File: src/source/bus_pkg.sv
// --------------------------------------------------------------------------
// register bus definitions: APB request/response and address decoding views
// --------------------------------------------------------------------------

package bus_pkg;

    localparam int addr_w = 16;                 // register address width
    localparam int data_w = 32;                 // quadlet data width

    // region view, top nibble picks the space
    typedef struct packed {
        logic [3:0]  region;
        logic [11:0] rest;
    } rgn_view_t;

    // channel view, used by main space and hub
    typedef struct packed {
        logic [3:0] region;
        logic [3:0] unused;                     // reserved, ignored by decode
        logic [3:0] chan;                       // 0 = board regs, 1..n = axes
        logic [3:0] offset;                     // register within channel
    } chan_view_t;

    typedef union packed {
        rgn_view_t  rgn;
        chan_view_t ch;
    } reg_addr_u;

    localparam logic [3:0] region_main = 4'd0;  // board + axis channels
    localparam logic [3:0] region_hub  = 4'd1;  // 16-word hub memory

    // requester side of one transfer, 51 bits
    typedef struct packed {
        logic              psel;
        logic              penable;
        logic              pwrite;
        reg_addr_u         paddr;
        logic [data_w-1:0] pwdata;
    } apb_req_t;

    // completer side, 34 bits
    typedef struct packed {
        logic [data_w-1:0] prdata;
        logic              pready;
        logic              pslverr;
    } apb_rsp_t;

endpackage

File: src/source/board_pkg.sv
// --------------------------------------------------------------------------
// board level constants: current type, status layout, channel offsets
// --------------------------------------------------------------------------

package board_pkg;

    typedef logic signed [15:0] cur_t;              // motor current, signed

    // per-axis channel registers
    localparam logic [3:0] off_cmd         = 4'd0;  // current command
    localparam logic [3:0] off_fb          = 4'd1;  // feedback readback
    localparam logic [3:0] off_axis_status = 4'd2;  // safety status

    // channel 0 (board) registers
    localparam logic [3:0] off_board_status = 4'd0;
    localparam logic [3:0] off_amp_enable   = 4'd1;

    // board status quadlet
    typedef struct packed {
        logic [3:0]  board_id;                      // 31..28
        logic [15:0] rsvd_hi;                       // 27..12, zero
        logic [3:0]  amp_en;                        // 11..8, live enables
        logic [3:0]  rsvd_lo;                       // 7..4, zero
        logic [3:0]  amp_dis;                       // 3..0, safety trips
    } board_status_t;

endpackage

File: src/source/hub_mem.sv
// --------------------------------------------------------------------------
// hub register memory, 16 quadlets shared by both hosts
// --------------------------------------------------------------------------
`timescale 1ns/10ps

module hub_mem (
    input  logic                        sysclk,
    input  logic                        arst_n,
    input  logic                        wr_en,
    input  logic [3:0]                  offset,     // word index
    input  logic [bus_pkg::data_w-1:0]  wdata,
    output logic [bus_pkg::data_w-1:0]  rdata
);

    logic [bus_pkg::data_w-1:0] mem [16];

    // cleared at reset, hub contents start known
    always_ff @(posedge sysclk or negedge arst_n) begin
        if (!arst_n) begin
            for (int i = 0; i < 16; i++) begin
                mem[i] <= '0;
            end
        end else if (wr_en) begin
            mem[offset] <= wdata;
        end
    end

    assign rdata = mem[offset];     // async read, same-cycle answer

endmodule

File: src/source/axis_channel.sv
// --------------------------------------------------------------------------
// one axis: current command register, feedback readback, safety monitor
// --------------------------------------------------------------------------
`timescale 1ns/10ps

module axis_channel #(
    parameter int safety_margin = 64,
    parameter int safety_hold   = 8
) (
    input  logic                        sysclk,
    input  logic                        arst_n,
    input  logic                        wr_en,
    input  logic [3:0]                  offset,
    input  logic [bus_pkg::data_w-1:0]  wdata,
    output logic [bus_pkg::data_w-1:0]  rdata,
    input  board_pkg::cur_t             cur_fb,
    output board_pkg::cur_t             cur_cmd,
    output logic                        amp_disable
);
    import board_pkg::*;

    localparam int cnt_w = $clog2(safety_hold + 1);

    cur_t               cmd_q;
    logic               wr_cmd;
    logic [16:0]        fb_mag, cmd_mag;    // 17 bits, |-32768| fits
    logic [18:0]        limit;              // 2*|cmd| + margin
    logic               over;
    logic [cnt_w-1:0]   run_cnt;            // consecutive over-limit cycles

    function automatic logic [16:0] mag(input cur_t v);
        logic signed [16:0] ext;
        ext = v;                            // sign extend
        return ext[16] ? 17'(-ext) : 17'(ext);
    endfunction

    assign wr_cmd  = wr_en && (offset == off_cmd);
    assign cur_cmd = cmd_q;
    assign fb_mag  = mag(cur_fb);
    assign cmd_mag = mag(cmd_q);
    assign limit   = {1'b0, cmd_mag, 1'b0} + 19'(safety_margin);
    assign over    = 19'(fb_mag) > limit;

    always_ff @(posedge sysclk or negedge arst_n) begin
        if (!arst_n) begin
            cmd_q       <= '0;
            run_cnt     <= '0;
            amp_disable <= 1'b0;
        end else if (wr_cmd) begin              // new command re-arms monitor
            cmd_q       <= wdata[15:0];
            run_cnt     <= '0;
            amp_disable <= 1'b0;
        end else if (!over) begin
            run_cnt <= '0;                      // streak broken
        end else if (run_cnt == cnt_w'(safety_hold - 1)) begin
            amp_disable <= 1'b1;                // latched until next command
        end else begin
            run_cnt <= run_cnt + 1'b1;
        end
    end

    always_comb begin
        case (offset)
            off_cmd:         rdata = 32'(cmd_q);    // signed, so sign extended
            off_fb:          rdata = 32'(cur_fb);
            off_axis_status: rdata = {31'b0, amp_disable};
            default:         rdata = '0;
        endcase
    end

endmodule

File: src/source/board_regs.sv
// --------------------------------------------------------------------------
// channel 0 board registers: status quadlet and amplifier enable mask
// --------------------------------------------------------------------------
`timescale 1ns/10ps

module board_regs #(
    parameter int num_chan = 4
) (
    input  logic                        sysclk,
    input  logic                        arst_n,
    input  logic [3:0]                  board_id,       // rotary switch value
    input  logic                        wr_en,
    input  logic [3:0]                  offset,
    input  logic [bus_pkg::data_w-1:0]  wdata,
    output logic [bus_pkg::data_w-1:0]  rdata,
    input  logic [num_chan-1:0]         amp_disable,    // from safety monitors
    output logic [num_chan-1:0]         amp_enable
);
    import board_pkg::*;

    logic [num_chan-1:0]    mask_q;     // host requested enables
    board_status_t          status;

    always_ff @(posedge sysclk or negedge arst_n) begin
        if (!arst_n) begin
            mask_q <= '0;                               // amps off at reset
        end else if (wr_en && offset == off_amp_enable) begin
            mask_q <= wdata[num_chan-1:0];
        end
    end

    // a tripped axis stays off whatever the host asks
    assign amp_enable = mask_q & ~amp_disable;

    always_comb begin
        status          = '0;
        status.board_id = board_id;
        status.amp_en   = 4'(amp_enable);               // live mirror
        status.amp_dis  = 4'(amp_disable);
    end

    // ----------------------------------------------------------------------
    // read back
    // ----------------------------------------------------------------------
    always_comb begin
        case (offset)
            off_board_status: rdata = status;
            off_amp_enable:   rdata = 32'(mask_q);
            default:          rdata = '0;
        endcase
    end

endmodule

File: src/source/reg_decoder.sv
// --------------------------------------------------------------------------
// register address decode: write strobes, read data mux, error on unmapped
// --------------------------------------------------------------------------
`timescale 1ns/10ps

module reg_decoder #(
    parameter int num_chan = 4
) (
    input  logic                                    sysclk,
    input  logic                                    arst_n,
    input  bus_pkg::apb_req_t                       bus_req,
    output bus_pkg::apb_rsp_t                       bus_rsp,
    output logic                                    wr_en_board,
    output logic [num_chan-1:0]                     wr_en_axis,
    output logic                                    wr_en_hub,
    output logic [3:0]                              offset,
    output logic [bus_pkg::data_w-1:0]              wdata,
    input  logic [bus_pkg::data_w-1:0]              rdata_board,
    input  logic [num_chan-1:0][bus_pkg::data_w-1:0] rdata_axis,
    input  logic [bus_pkg::data_w-1:0]              rdata_hub
);
    import bus_pkg::*;

    reg_addr_u          addr;
    logic               is_main, is_hub, chan_ok, mapped;
    logic [3:0]         chan;
    logic [3:0]         chan_idx;       // axis array index, chan - 1
    logic               wr;             // write in access phase
    logic               ready_q;
    logic [data_w-1:0]  rdata_mux;

    assign addr     = bus_req.paddr;
    assign is_main  = (addr.rgn.region == region_main);     // region view
    assign is_hub   = (addr.rgn.region == region_hub);
    assign chan     = addr.ch.chan;                         // channel view
    assign chan_idx = chan - 4'd1;
    assign chan_ok  = (chan <= 4'(num_chan));
    assign mapped   = is_hub || (is_main && chan_ok);
    assign offset   = addr.ch.offset;   // hub word index too
    assign wdata    = bus_req.pwdata;

    assign wr          = bus_req.psel && bus_req.penable && bus_req.pwrite;
    assign wr_en_board = wr && is_main && (chan == 4'd0);
    assign wr_en_hub   = wr && is_hub;

    always_comb begin
        for (int i = 0; i < num_chan; i++) begin
            wr_en_axis[i] = wr && is_main && (chan == 4'(i + 1));
        end
    end

    // setup seen -> ready in the access cycle, zero wait states
    always_ff @(posedge sysclk or negedge arst_n) begin
        if (!arst_n) ready_q <= 1'b0;
        else         ready_q <= bus_req.psel && !bus_req.penable;
    end

    always_comb begin
        rdata_mux = '0;                                     // unmapped reads 0
        if (is_hub)                          rdata_mux = rdata_hub;
        else if (is_main && chan == 4'd0)    rdata_mux = rdata_board;
        else if (is_main && chan_ok)         rdata_mux = rdata_axis[chan_idx];
    end

    assign bus_rsp.prdata  = rdata_mux;
    assign bus_rsp.pready  = ready_q;
    assign bus_rsp.pslverr = !mapped;   // sampled with pready only

endmodule

File: src/source/host_arbiter.sv
// --------------------------------------------------------------------------
// two-host APB arbiter, alternates grants and forwards one transfer at a time
// --------------------------------------------------------------------------
`timescale 1ns/10ps

module host_arbiter (
    input  logic                sysclk,
    input  logic                arst_n,
    input  bus_pkg::apb_req_t   fw_req,
    output bus_pkg::apb_rsp_t   fw_rsp,
    input  bus_pkg::apb_req_t   eth_req,
    output bus_pkg::apb_rsp_t   eth_rsp,
    output bus_pkg::apb_req_t   bus_req,
    input  bus_pkg::apb_rsp_t   bus_rsp
);
    import bus_pkg::*;

    typedef enum logic [1:0] {
        st_idle,
        st_setup,
        st_access
    } state_t;

    state_t     state;
    logic       last_eth;           // 1: ethernet host granted last / now
    logic       pick_eth;
    apb_req_t   req_q;              // captured request of granted host

    // fairness: on a tie the host not served last goes first
    assign pick_eth = eth_req.psel && (!fw_req.psel || !last_eth);

    always_ff @(posedge sysclk or negedge arst_n) begin
        if (!arst_n) begin
            state    <= st_idle;
            last_eth <= 1'b0;
        end else begin
            case (state)
                st_idle: begin
                    if (fw_req.psel || eth_req.psel) begin
                        state    <= st_setup;
                        last_eth <= pick_eth;   // doubles as current grant
                    end
                end
                st_setup:  state <= st_access;
                st_access: if (bus_rsp.pready) state <= st_idle;
                default:   state <= st_idle;
            endcase
        end
    end

    // payload only, qualified by psel
    always_ff @(posedge sysclk) begin
        if (state == st_idle) req_q <= pick_eth ? eth_req : fw_req;
    end

    // replay the granted transfer toward the fabric
    always_comb begin
        bus_req         = req_q;
        bus_req.psel    = (state != st_idle);
        bus_req.penable = (state == st_access);
    end

    // response goes to the granted host only, the other keeps waiting
    always_comb begin
        fw_rsp  = '0;
        eth_rsp = '0;
        if (state == st_access) begin
            if (last_eth) eth_rsp = bus_rsp;
            else          fw_rsp  = bus_rsp;
        end
    end

endmodule

File: src/source/qla_board_top.sv
// --------------------------------------------------------------------------
// motor controller register core: two hosts share board, axis and hub space
// --------------------------------------------------------------------------
`timescale 1ns/10ps

module qla_board_top #(
    parameter int num_chan      = 4,            // number of axes
    parameter int safety_margin = 64,           // current units above 2x cmd
    parameter int safety_hold   = 8             // cycles over limit to trip
) (
    input  logic                                sysclk,
    input  logic                                arst_n,
    input  logic [3:0]                          board_id,
    input  bus_pkg::apb_req_t                   fw_req,     // firewire side host
    output bus_pkg::apb_rsp_t                   fw_rsp,
    input  bus_pkg::apb_req_t                   eth_req,    // ethernet side host
    output bus_pkg::apb_rsp_t                   eth_rsp,
    input  board_pkg::cur_t [num_chan-1:0]      cur_fb,
    output board_pkg::cur_t [num_chan-1:0]      cur_cmd,
    output logic [num_chan-1:0]                 amp_enable
);
    import bus_pkg::*;

    apb_req_t                           bus_req;        // arbitrated transfer
    apb_rsp_t                           bus_rsp;
    logic                               wr_en_board;
    logic [num_chan-1:0]                wr_en_axis;
    logic                               wr_en_hub;
    logic [3:0]                         offset;
    logic [data_w-1:0]                  wdata;
    logic [data_w-1:0]                  rdata_board;
    logic [num_chan-1:0][data_w-1:0]    rdata_axis;
    logic [data_w-1:0]                  rdata_hub;
    logic [num_chan-1:0]                amp_disable;    // safety trips per axis

    // ----------------------------------------------------------------------
    // host side and register fabric
    // ----------------------------------------------------------------------
    host_arbiter i_host_arbiter (
        .sysclk, .arst_n,
        .fw_req, .fw_rsp, .eth_req, .eth_rsp,
        .bus_req, .bus_rsp
    );

    reg_decoder #(.num_chan(num_chan)) i_reg_decoder (
        .sysclk, .arst_n, .bus_req, .bus_rsp,
        .wr_en_board, .wr_en_axis, .wr_en_hub, .offset, .wdata,
        .rdata_board, .rdata_axis, .rdata_hub
    );

    // ----------------------------------------------------------------------
    // register targets
    // ----------------------------------------------------------------------
    board_regs #(.num_chan(num_chan)) i_board_regs (
        .sysclk, .arst_n, .board_id,
        .wr_en(wr_en_board), .offset, .wdata, .rdata(rdata_board),
        .amp_disable, .amp_enable
    );

    for (genvar i = 0; i < num_chan; i++) begin : g_axis   // channel i+1
        axis_channel #(
            .safety_margin(safety_margin),
            .safety_hold(safety_hold)
        ) i_axis_channel (
            .sysclk, .arst_n,
            .wr_en(wr_en_axis[i]), .offset, .wdata, .rdata(rdata_axis[i]),
            .cur_fb(cur_fb[i]), .cur_cmd(cur_cmd[i]), .amp_disable(amp_disable[i])
        );
    end

    hub_mem i_hub_mem (
        .sysclk, .arst_n,
        .wr_en(wr_en_hub), .offset, .wdata, .rdata(rdata_hub)
    );

endmodule

File: config.mk
export PLATFORM = sky130hd
export DESIGN_NAME = qla_board_top
export DESIGN_NICKNAME = d
export VERILOG_FILES = /design/src/source/bus_pkg.sv /design/src/source/board_pkg.sv /design/src/source/hub_mem.sv /design/src/source/axis_channel.sv /design/src/source/board_regs.sv /design/src/source/reg_decoder.sv /design/src/source/host_arbiter.sv /design/src/source/qla_board_top.sv
export SDC_FILE = /design/constraint.sdc
export NUM_CORES = 1
export LEC_CHECK = 0
export ABC_CLOCK_PERIOD_IN_PS = 4700
export BUFFER_PORTS_ARGS = -buffer_cell sky130_fd_sc_hd__buf_2
export CAP_MARGIN = 5
export CORE_MARGIN = 5
export CORE_UTILIZATION = 50
export CTS_CLUSTER_DIAMETER = 50
export DETAILED_ROUTE_END_ITERATION = 16
export GPL_ROUTABILITY_DRIVEN = 0
export GPL_TIMING_DRIVEN = 0
export PLACE_DENSITY = 0.8
export SETUP_SLACK_MARGIN = 0.2
export SLEW_MARGIN = 20
export SYNTH_ARGS = -nofsm -noshare
export SYNTH_HDL_FRONTEND = slang
export SYNTH_SLANG_ARGS = --single-unit
File: constraint.sdc
create_clock -name sysclk -period 4.7 [get_ports sysclk]
set_clock_uncertainty 0.05 [all_clocks]
set_input_delay 0 -clock sysclk [delete_from_list [all_inputs] [get_ports sysclk]]
set_output_delay 0 -clock sysclk [all_outputs]
set_load 0.02 [all_outputs]
==> metrics.log <==
INFO  metric criticalPathCategory = reg -> out
INFO  metric synth_cells = 2679
INFO  metric synth_seq_area_share = 0.4678
INFO  metric fin_total_pwr = 17.46 mW
INFO  metric peak_supply_drop = 0.2906 mV
INFO  metric critical_path_peak_fanout = 10
INFO  metric cts-buffers-inserted = 74
INFO  metric drt-wirelength-per-cell = 26.09 um
INFO  metric critPathBufInv = 3
INFO  metric cts.path.max_buffers = 3
INFO  metric worst_setup_path_end_kind = output port
INFO  metric synth.most_common_cell = sky130_fd_sc_hd__mux2_2
INFO  metric num-nets-final = 3415
INFO  metric buffer_ports.inserted = 297
INFO  metric post_synth.cell_area_avg = 13.14 um2
INFO  metric ctsHtreeMaxLevel = 3
INFO  metric synth_area_leader_cell = sky130_fd_sc_hd__dfrtp_1
INFO  metric share_comb_of_total_power = 0.266
INFO  metric max_freq = 227.0 MHz
INFO  metric synth.area.top_cells = sky130_fd_sc_hd__dfrtp_1 43%, sky130_fd_sc_hd__mux2_2 19%, sky130_fd_sc_hd__mux4_2 12%
INFO  metric routed_wirelength = 108500 um
INFO  metric worst_setup_path_start_kind = flip-flop
INFO  metric final_min_period_over_clock_period = 0.9374
INFO  metric track_usage = 0.2835
INFO  metric finalCoreUtilization = 0.5959
INFO  metric async_reset_ff_frac = 0.9307
INFO  metric global_route_wire_length_before_repair = 162300 um
INFO  metric design.core.area = 69910 um2
INFO  metric pin_count_of_the_biggest_net_entering_global_routing = 101
INFO  metric synth_commonest_cells = 608 x sky130_fd_sc_hd__mux2_2, 604 x sky130_fd_sc_hd__dfrtp_1, 190 x sky130_fd_sc_hd__mux4_2
INFO  metric clockRootBuffer = sky130_fd_sc_hd__clkbuf_16
INFO  metric clock_power_share = 0.341
INFO  metric hold_path_class = in -> reg
INFO  metric net-switching-power = 5.858 mW
INFO  metric edff_count_synth = 45
INFO  metric worst_slew_pin_slew = 1.145 ns
INFO  metric area_delta_synth_final = 18.35%
INFO  metric clock_tree_from_tritoncts = yes
INFO  metric timing.slew.headroom = 0.2364
INFO  metric cp_cell_sequence = nor3_1, nand3_1, or4_1, clkbuf_1, a21oi_2, o21bai_1, buf_2, nor2_1, buf_2
INFO  metric total_number_of_yosys_warnings = 0
INFO  metric path_clk_slew = 0.06 ns
INFO  metric dp_hpwl = 76150 um
INFO  metric via_count_of_the_first_global_routing_pass = 26290
INFO  metric die_width = 275.3 um
INFO  metric start_util = 0.5035
INFO  metric yosys.cell_types.count = 77
INFO  metric first_pass_iters = 6
INFO  metric detail_route.drc_violations = 0
INFO  metric drv_slew = 0
INFO  metric pwr-share-seq = 0.393
INFO  metric floorplan.io_pins = 308
INFO  metric critPathMaxStageDelay = 0.68 ns
INFO  metric fp-row-count = 97
INFO  metric die_area = 75810 um2
INFO  metric timing.critical_path.slowest_stage_cell = sky130_fd_sc_hd__nor3_1
INFO  metric p_leak = 19.70 nW
INFO  metric final_worst_path_period_need = 4.406 ns
INFO  metric grt_setup_unrepaired = true
INFO  metric clock_latency = 0.63 ns
INFO  metric place_area = 38120 um2
INFO  metric worst_ep_required_time = 4.65 ns
INFO  metric cp_data_arrival_time = 4.36 ns
INFO  metric clock-sinks = 649
INFO  metric grt.overflow.total = 0
INFO  metric netlist.area_leader.share = 0.4294
INFO  metric ys_seq_elements = 649
INFO  metric pre_cts_ws = 0.5488 ns
INFO  metric critPathTopFamily = simple AND/OR/NAND/NOR gates
INFO  metric critPathMostFrequentCell = sky130_fd_sc_hd__buf_2
INFO  metric chipHeight = 275.3 um
INFO  metric num_vias = 25860
INFO  metric drive_above_1_share = 0.4141
INFO  metric switching_share = 0.3356
INFO  metric drtIter0Drc = 2419
INFO  metric average_vias_per_placed_instance = 6.220
INFO  metric total_of_endpoints_with_negative_setup_slack_in_the_final_report = 0
INFO  metric status = finished, final reports clean
INFO  metric power.density_cell_area = 419.0 nW/um2
INFO  metric max_cap_viol = 0
INFO  metric total_count_of_hold_check_failures_in_the_final_report = 0
INFO  metric stdcell_area = 41660 um2
INFO  metric number_of_antenna_violations_at_the_first_check_in_global_routing = 4
INFO  metric final_setup_slack_of_the_worst_path = 0.2940 ns
INFO  metric syn-cell-area = 35200 um2
INFO  metric postRouteAntennaNets = 0
INFO  metric synth_flop_cell = sky130_fd_sc_hd__dfrtp_1
INFO  metric intPower = 11.60 mW
-- through the flow --
stage	hold WS [ns]	TNS, ns	cells
2_1_floorplan	-0.3456	0	2682
3_3_place_gp	0.1577	-5357.97	3919
3_5_place_dp	0.003840	0	3927
4_1_cts	0.02551	0	4154
5_1_grt	0.1017	0	4156
6_report	0.03837	0	4158
-- layout make-up --
class	count	area, um2
diodes	4	10.01
plain buffers	203	874.6
clock buffers	99	2098
clock inverters	32	422.9
fillers	5320	28250
inverters	39	146.4
multi-input cells	1791	17780
flip-flops and latches	649	16470
well taps	940	1176
repair buffers	401	2688
-- power by group through the flow --
stage / Clock (mW) / Sequential, mW / Combinational, mW
final: 5.95 / 6.86 / 4.64
after global routing: 6.22 / 6.92 / 4.89
after CTS: 5.98 / 6.84 / 4.57
after detailed placement: 0 / 6.92 / 4.42
after global placement: 0 / 6.92 / 4.25
after floorplan: 0 / 6.70 / 2.80
-- registers in the layout, summed over array words and instances (netlist names) --
signal                             count
i_host_arbiter.bus_req                45
i_hub_mem.mem                        512
i_host_arbiter.last_eth                1
i_reg_decoder.ready_q                  1
i_board_regs.mask_q                    4
g_axis.i_axis_channel.amp_disable      4
g_axis.i_axis_channel.run_cnt         16
i_host_arbiter.state                   2
g_axis.i_axis_channel.cur_cmd         64
-- routing by layer --
metal | wire [um] | vias up | global-route usage
met5 | 13 | - | 0
met4 | 6666 | 2 | 0.1506
met3 | 10350 | 395 | 0.07171
met2 | 50390 | 1416 | 0.4491
met1 | 41050 | 13140 | 0.3621
li1 | - | 10910 | -
-- logic make-up (layout without fill, tap and decap cells) --
| family | count (synthesis) | count (layout) | synth area share |
|---|---|---|---|
| AO/OA/AOI/OAI | 237 | 237 | 0.04546 |
| XOR/XNOR | 137 | 137 | 0.03409 |
| adder cells (fa/ha/maj) | 84 | 84 | 0.02986 |
| buffers and inverters | 242 | 774 | 0.02836 |
| flip-flops | 649 | 649 | 0.4678 |
| multiplexers | 827 | 827 | 0.3248 |
| other | 1 | 8 | 0.0001065 |
| AND/OR/NAND/NOR | 502 | 502 | 0.06956 |
-- cell usage in the layout, fill, tap and decap left out, types with 6 or more instances in the layout --
master and instances:
sky130_fd_sc_hd__o41ai_1 22, sky130_fd_sc_hd__nor4_1 15, sky130_fd_sc_hd__clkbuf_2 19, sky130_fd_sc_hd__o31ai_1 24
sky130_fd_sc_hd__buf_1 19, sky130_fd_sc_hd__buf_16 8, sky130_fd_sc_hd__nand2b_1 16, sky130_fd_sc_hd__mux4_2 190
sky130_fd_sc_hd__ha_1 84, sky130_fd_sc_hd__clkbuf_1 122, sky130_fd_sc_hd__inv_1 38, sky130_fd_sc_hd__nand4_1 11
sky130_fd_sc_hd__clkbuf_8 11, sky130_fd_sc_hd__nor3b_1 6, sky130_fd_sc_hd__dfrtp_1 604, sky130_fd_sc_hd__xor2_1 54
sky130_fd_sc_hd__buf_2 346, sky130_fd_sc_hd__nand2_1 146, sky130_fd_sc_hd__xnor2_1 83, sky130_fd_sc_hd__nor2_1 138
sky130_fd_sc_hd__mux2_2 608, sky130_fd_sc_hd__mux2i_1 27, sky130_fd_sc_hd__a21oi_1 45, sky130_fd_sc_hd__or2_2 14
sky130_fd_sc_hd__nand3b_1 6, sky130_fd_sc_hd__or3_1 17, sky130_fd_sc_hd__nor2b_1 25, sky130_fd_sc_hd__o21ai_0 66
sky130_fd_sc_hd__or4_1 16, sky130_fd_sc_hd__a21o_1 15, sky130_fd_sc_hd__nor3_1 43, sky130_fd_sc_hd__clkbuf_16 76
sky130_fd_sc_hd__o211ai_1 8, sky130_fd_sc_hd__edfxtp_1 45, sky130_fd_sc_hd__dlygate4sd3_1 95, sky130_fd_sc_hd__nand3_1 20
-- final timing paths --
check                                                         start                                    to  slack, ns  cells after the start
worst min-delay path                                      cur_fb[1]  g_axis[0].i_axis_channel.amp_disable       0.04                      6
min in group asynchronous                                    arst_n                     i_hub_mem.mem[55]       0.47                      4
worst max-delay path                     i_host_arbiter.bus_req[45]                            fw_rsp[20]       0.29                      9
worst max register to register  g_axis[2].i_axis_channel.cur_cmd[5]  g_axis[2].i_axis_channel.amp_disable       0.45                     14
worst min register to register                   i_hub_mem.mem[316]                    i_hub_mem.mem[316]       0.45                      1
max in group asynchronous                                    arst_n  g_axis[2].i_axis_channel.cur_cmd[11]       2.78                      6
-- worst min-delay path: stages --
cell	delay (ns)
sky130_fd_sc_hd__buf_2	0.13
sky130_fd_sc_hd__mux2i_1	0.14
sky130_fd_sc_hd__ha_1	0.14
sky130_fd_sc_hd__a41oi_1	0.13
sky130_fd_sc_hd__nand3_1	0.07
sky130_fd_sc_hd__o21ai_0	0.07
-- repair_timing --
item / 4_1_cts / 5_1_grt
buffers inserted: 0 / 0
cloned: 0 / 0
hold endpoints to repair: 304 / 0
gates resized for setup: 3 / 13
hold buffers: 96 / 0
endpoints found under the setup margin: 25 / 30
Note: power is estimated with default switching activity, not from simulation.
